**config.mk**
```make
export PLATFORM = sky130hd
export DESIGN_NAME = aes_round_counter
export DESIGN_NICKNAME = d
export VERILOG_FILES = /design/src/aes_types_pkg.sv /design/src/aes_ctrl_pkg.sv /design/src/aes_round_counter.sv
export SDC_FILE = /design/constraint.sdc
export NUM_CORES = 1
export LEC_CHECK = 0
export ABC_AREA = 1
export BUFFER_PORTS_ARGS = -buffer_cell sky130_fd_sc_hd__buf_2
export CAP_MARGIN = 25
export CORE_AREA = 2 2 39 41
export DETAILED_ROUTE_END_ITERATION = 10
export DIE_AREA = 0 0 41 43
export GPL_TIMING_DRIVEN = 0
export MAX_ROUTING_LAYER = met4
export PLACE_DENSITY_LB_ADDON = 0.15
export SKIP_CTS_REPAIR_TIMING = 1
export SKIP_LAST_GASP = 1
export SLEW_MARGIN = 20
export SYNTH_ARGS = -nofsm -noshare
export SYNTH_HDL_FRONTEND = slang
export SYNTH_SLANG_ARGS = --single-unit
```
**constraint.sdc**
```tcl
create_clock -name clk -period 1.4 [get_ports clk]
set_input_delay 0.28 -clock clk [delete_from_list [all_inputs] [get_ports clk]]
set_output_delay 0.28 -clock clk [all_outputs]
set_load 0.02 [all_outputs]
```
**src/aes_types_pkg.sv**
```systemverilog
`default_nettype none

package aes_types_pkg;

  // Byte 0 sits in bits [127:120], column order as in FIPS-197
  typedef logic [127:0] block_t;
  typedef logic [31:0]  word_t;
  typedef logic [7:0]   aes_byte_t;
  typedef logic [3:0]   round_t;

  localparam round_t    NUM_ROUNDS = 4'd10;
  localparam aes_byte_t GF_POLY    = 8'h1b;
  localparam aes_byte_t AFFINE_C   = 8'h63;
  localparam aes_byte_t RCON_INIT  = 8'h01;

  // Multiply by x modulo x^8 + x^4 + x^3 + x + 1
  function automatic aes_byte_t gf_xtime(input aes_byte_t a);
    return {a[6:0], 1'b0} ^ (a[7] ? GF_POLY : 8'h00);
  endfunction

endpackage

`default_nettype wire

```
**src/aes_ctrl_pkg.sv**
```systemverilog
`default_nettype none

package aes_ctrl_pkg;

  typedef enum logic {
    IDLE,
    RUN
  } ctrl_state_e;

  // Per-cycle commands from the controller to the datapath
  typedef struct packed {
    logic load;
    logic advance;
    logic final_round;
  } round_ctrl_t;

endpackage

`default_nettype wire

```
**src/aes_round_counter.sv**
```systemverilog
`timescale 1ns/1ps
`default_nettype none

module aes_round_counter (
  input  wire                              clk,
  input  wire                              rst_n,
  input  wire aes_ctrl_pkg::round_ctrl_t   ctrl,
  output aes_types_pkg::round_t            round,
  output logic                             last
);
  import aes_types_pkg::*;

  assign last = (round == NUM_ROUNDS);

  // Wraps to 0 once the last round is done
  always_ff @(posedge clk or negedge rst_n) begin
    if (!rst_n) begin
      round <= '0;
    end else if (ctrl.load) begin
      round <= round_t'(1);
    end else if (ctrl.advance) begin
      round <= last ? '0 : round + round_t'(1);
    end
  end

endmodule

`default_nettype wire

```
## Word level (Yosys, flattened, before mapping)

Index checks and enable logic that the tools add are counted.

- Flip-flop bits (word level): 4

- Add/sub/neg operators: 1
- Eq/ne operators: 1
- Multiplexer cells: 3
- Reductions and logical operators: 1

Operators with widths:

| cell | count |
|---|---|
| 4-bit two-way mux | 3 |
| 4-bit by 1-bit adder with 4-bit output (second input constant) | 1 |
| 4-bit == test (second input constant) | 1 |
| 2-bit nonzero test | 1 |

## Logic depth before layout (Yosys ltp)

- Word-level depth: 4
- Mapped depth: 7

## Worst setup path after synthesis

No wires, ideal clock.

- Path kind: register to register
- Start: register round[0]
- End: register round[3]
- Setup time: 117 ps
- Data arrival time: 1223 ps
- Slack: 60 ps
- Stages on the path, launching flop included: 8
- Period minus slack after synthesis: 1340 ps
- Path through: dfrtp_1 inv_1 ha_1 nand2_2 nor2_2 nor2_2 nand2_1 nand2_1

- Longest elaborated chain between the ends: 4
- Elaborated cells between the ends (all ways): 5

RTL lines:

| element | RTL line | text |
|---|---|---|
| start, declared | aes_round_counter.sv:8 | `output aes_types_pkg::round_t round,` |
| start signal, assigned | aes_round_counter.sv:20 | `round <= round_t'(1);` |
| start signal, assigned | aes_round_counter.sv:22 | `round <= last ? '0 : round + round_t'(1);` |
| 4-bit == test | aes_round_counter.sv:13 | `assign last = (round == NUM_ROUNDS);` |
| net last | aes_round_counter.sv:9 | `output logic last` |
| 4-bit two-way mux | aes_round_counter.sv:22 |  |
| 4-bit two-way mux | aes_round_counter.sv:21 | `end else if (ctrl.advance) begin` |
| 4-bit two-way mux | aes_round_counter.sv:19 | `end else if (ctrl.load) begin` |

The timed path passes the listed nets, and every way through them passes these cells. The select of a mux whose other input is x is not followed.
A chain may end at the register's enable or synchronous reset.

## Worst setup path in the final report

- Start: register round[0]
- End: output last

- Longest elaborated chain between the ends: 1

RTL lines:

| element | RTL line |
|---|---|
| 4-bit == test | aes_round_counter.sv:13 |
| end, declared | aes_round_counter.sv:9 |

No other way between the ends.

==> flow_summary.json <==
{
  "ant_nets": 0,
  "critPathSlowestCell": "dfrtp_2",
  "synth_nets": 45,
  "final_cells": 69,
  "synth_area_um2": 265,
  "yosysTopAreaCell": "dfrtp_1",
  "core.rowCount": 14,
  "area_growth_pct": 54.7,
  "clk_path_buf_depth": 2,
  "critPathRequiredTime_ps": 1120,
  "largest_reg_flops": 4,
  "die_y_um": 43,
  "antenna_found_initial": 0,
  "grt_max_degree": 7,
  "r2r_cells": 6,
  "violations": "setup timing",
  "final_cell_mix": "nand2_1 (14), buf_2 (7), inv_1 (6)",
  "skew_ps": 0.296,
  "seq_area_frac_synth_pct": 37.7,
  "path_cells": "inv_2, ha_4, nand2_4, nor2_4, buf_6",
  "yosysTopAreaCellShare_pct": 37.7,
  "fin_util_pct": 29.7,
  "grt_use_total_pct": 7.76,
  "synth_seq_cells": 4,
  "critPathBufInv": 2,
  "cp_top_family": "flip-flops",
  "fin_nets": 62,
  "drt_iter0_drc": 3,
  "grt_pass1_wl_um": 869,
  "rsz0062_at_grt": "true",
  "critPathKind": "register to primary output",
  "synthCells": 38,
  "timing.fmax_mhz": 661,
  "cp.depth": 5,
  "n_antenna_cell": 0,
  "coreArea_mm2": 0.00138,
  "dr_total_vias": 269,
  "finalCritPeriodShare_pct": 108,
  "yosysWarningCount": 0,
  "dp_cells": 62,
  "cts_max_level": 1,
  "power_uw": 347,
  "worst_slack_ps": -112,
  "min_path_cells": 3,
  "overflow": 0,
  "synthDistinctLibCells": 12,
  "critPathMaxStageDelay_ps": 430,
  "timing.rr.start": "round[0]$_DFFE_PN0P_",
  "max-vdd-ir-drop_mv": 0.373,
  "min_path_type": "input port to register",
  "r2r-end": "round[0]$_DFFE_PN0P_",
  "clk_pin_slew_ps": 30,
  "reg2reg_slack_ps": 180,
  "syn_area_per_cell_um2": 6.98,
  "crit_fanout": 5,
  "initial_utilization_pct": 19.2,
  "root_buffer": "clkbuf_4",
  "routed_wl_um": 637,
  "maxCapViolCount": 0,
  "finalHoldViolations": 0,
  "clock_latency_ps": 230,
  "io_buffers": 8,
  "synth_area_leaders": "dfrtp_1 (38%), nand2_1 (20%), inv_1 (9.9%)",
  "power.leakage_nw": 0.233,
  "slew_headroom_pct": 83.2,
  "pwr_density_cell_mw_per_mm2": 845,
  "dieArea_mm2": 0.00176,
  "gp_congestion": 0.668,
  "pin_count": 10,
  "cts_buffers": 3,
  "clock_sinks": 4,
  "worst_pin_slew_ps": 251,
  "cts_tree": "built",
  "period_needed_ps": 1510,
  "slew_viol_final": 0,
  "die_w_um": 41,
  "largestRegisters": "round x4",
  "wl_per_cell_um": 9.23,
  "drc_errors": 0,
  "worstHoldStart": "ctrl[2]",
  "setup_viol": 1,
  "largest-register": "round",
  "drt_pass1_iterations": 4,
  "hpwl_um": 467,
  "cp-start-kind": "register",
  "first_global_vias": 237,
  "hold_end": "round[0]$_DFFE_PN0P_",
  "critical_path_arrival_ps": 1230,
  "mostFrequentLayoutCell": "nand2_1",
  "cp-end-kind": "primary output",
  "vias_per_cell": 3.90,
  "status": "complete, but fails checks",
  "drive_above_1_share_pct": 37.7
}
## routing by layer
layer  vias to the layer above  track usage, %  part of all wire [%]
met3                         0            1.57                   6.4
met1                       116            8.82                    43
met5                         -               -                     0
met2                         7            10.3                    50
met4                         0            8.00                     0
li1                        146               -                     -
## final cells by class
cell class	count	area, um2
fillers	152	973
inverters	7	26.3
multi-input cells	27	161
flip-flops and latches	4	101
repair buffers	12	78.8
clock buffers	3	22.5
well taps	16	20.0
## per-stage QoR
stage	instance area (um2)	setup TNS, ps	hold slack, ps	setup slack, ps
detailed placement	325	0	87.6	40.0
global route	410	-167	338	-167
global placement	325	0	90.6	31.8
finish	410	-112	333	-112
floorplan	265	0	-15.6	59.6
CTS	348	-214	-163	-214
## cell families (layout without fill, tap and decap cells)
group / count (synthesis) / after routing / share of synthesized area [%]
AND/OR/NAND/NOR: 22 / 22 / 36.3
buffers and inverters: 7 / 22 / 9.91
flip-flops: 4 / 4 / 37.7
AO/OA/AOI/OAI: 3 / 3 / 6.60
adder cells (fa/ha/maj): 2 / 2 / 9.43
## Yosys cell counts, drive strengths merged
master	count
inv	7
dfrtp	4
nand3	3
a21oi	1
ha	2
o21bai	1
nand2	15
nor2	3
nand4	1
o21ai	1
## power breakdown
part	internal [mW]	total [mW]	switching, mW	leakage, nW
Combinational	0.0299	0.0701	0.0402	0.169
Clock	0.0955	0.137	0.0411	0.0138
Sequential	0.125	0.140	0.0157	0.0504
Total	0.250	0.347	0.0969	0.233
## worst register-to-register path: cells and delay by family, from the launching register on
family	cells	cell delay [ps]
and+or+nand+nor	2	190
AOI/OAI and AO/OA	1	90
adders and majority gates	1	150
DFF	1	430
buffers and inverters	2	210
## how the worst max path moves through the flow
stage,start,endpoint
after CTS,round[0]$_DFFE_PN0P_,last
after global placement,round[0]$_DFFE_PN0P_,last
final,round[0]$_DFFE_PN0P_,last
after floorplan,round[0]$_DFFE_PN0P_,last
after global routing,round[0]$_DFFE_PN0P_,last
after detailed placement,round[0]$_DFFE_PN0P_,last
No activity file was read; power rests on OpenSTA's default activity.
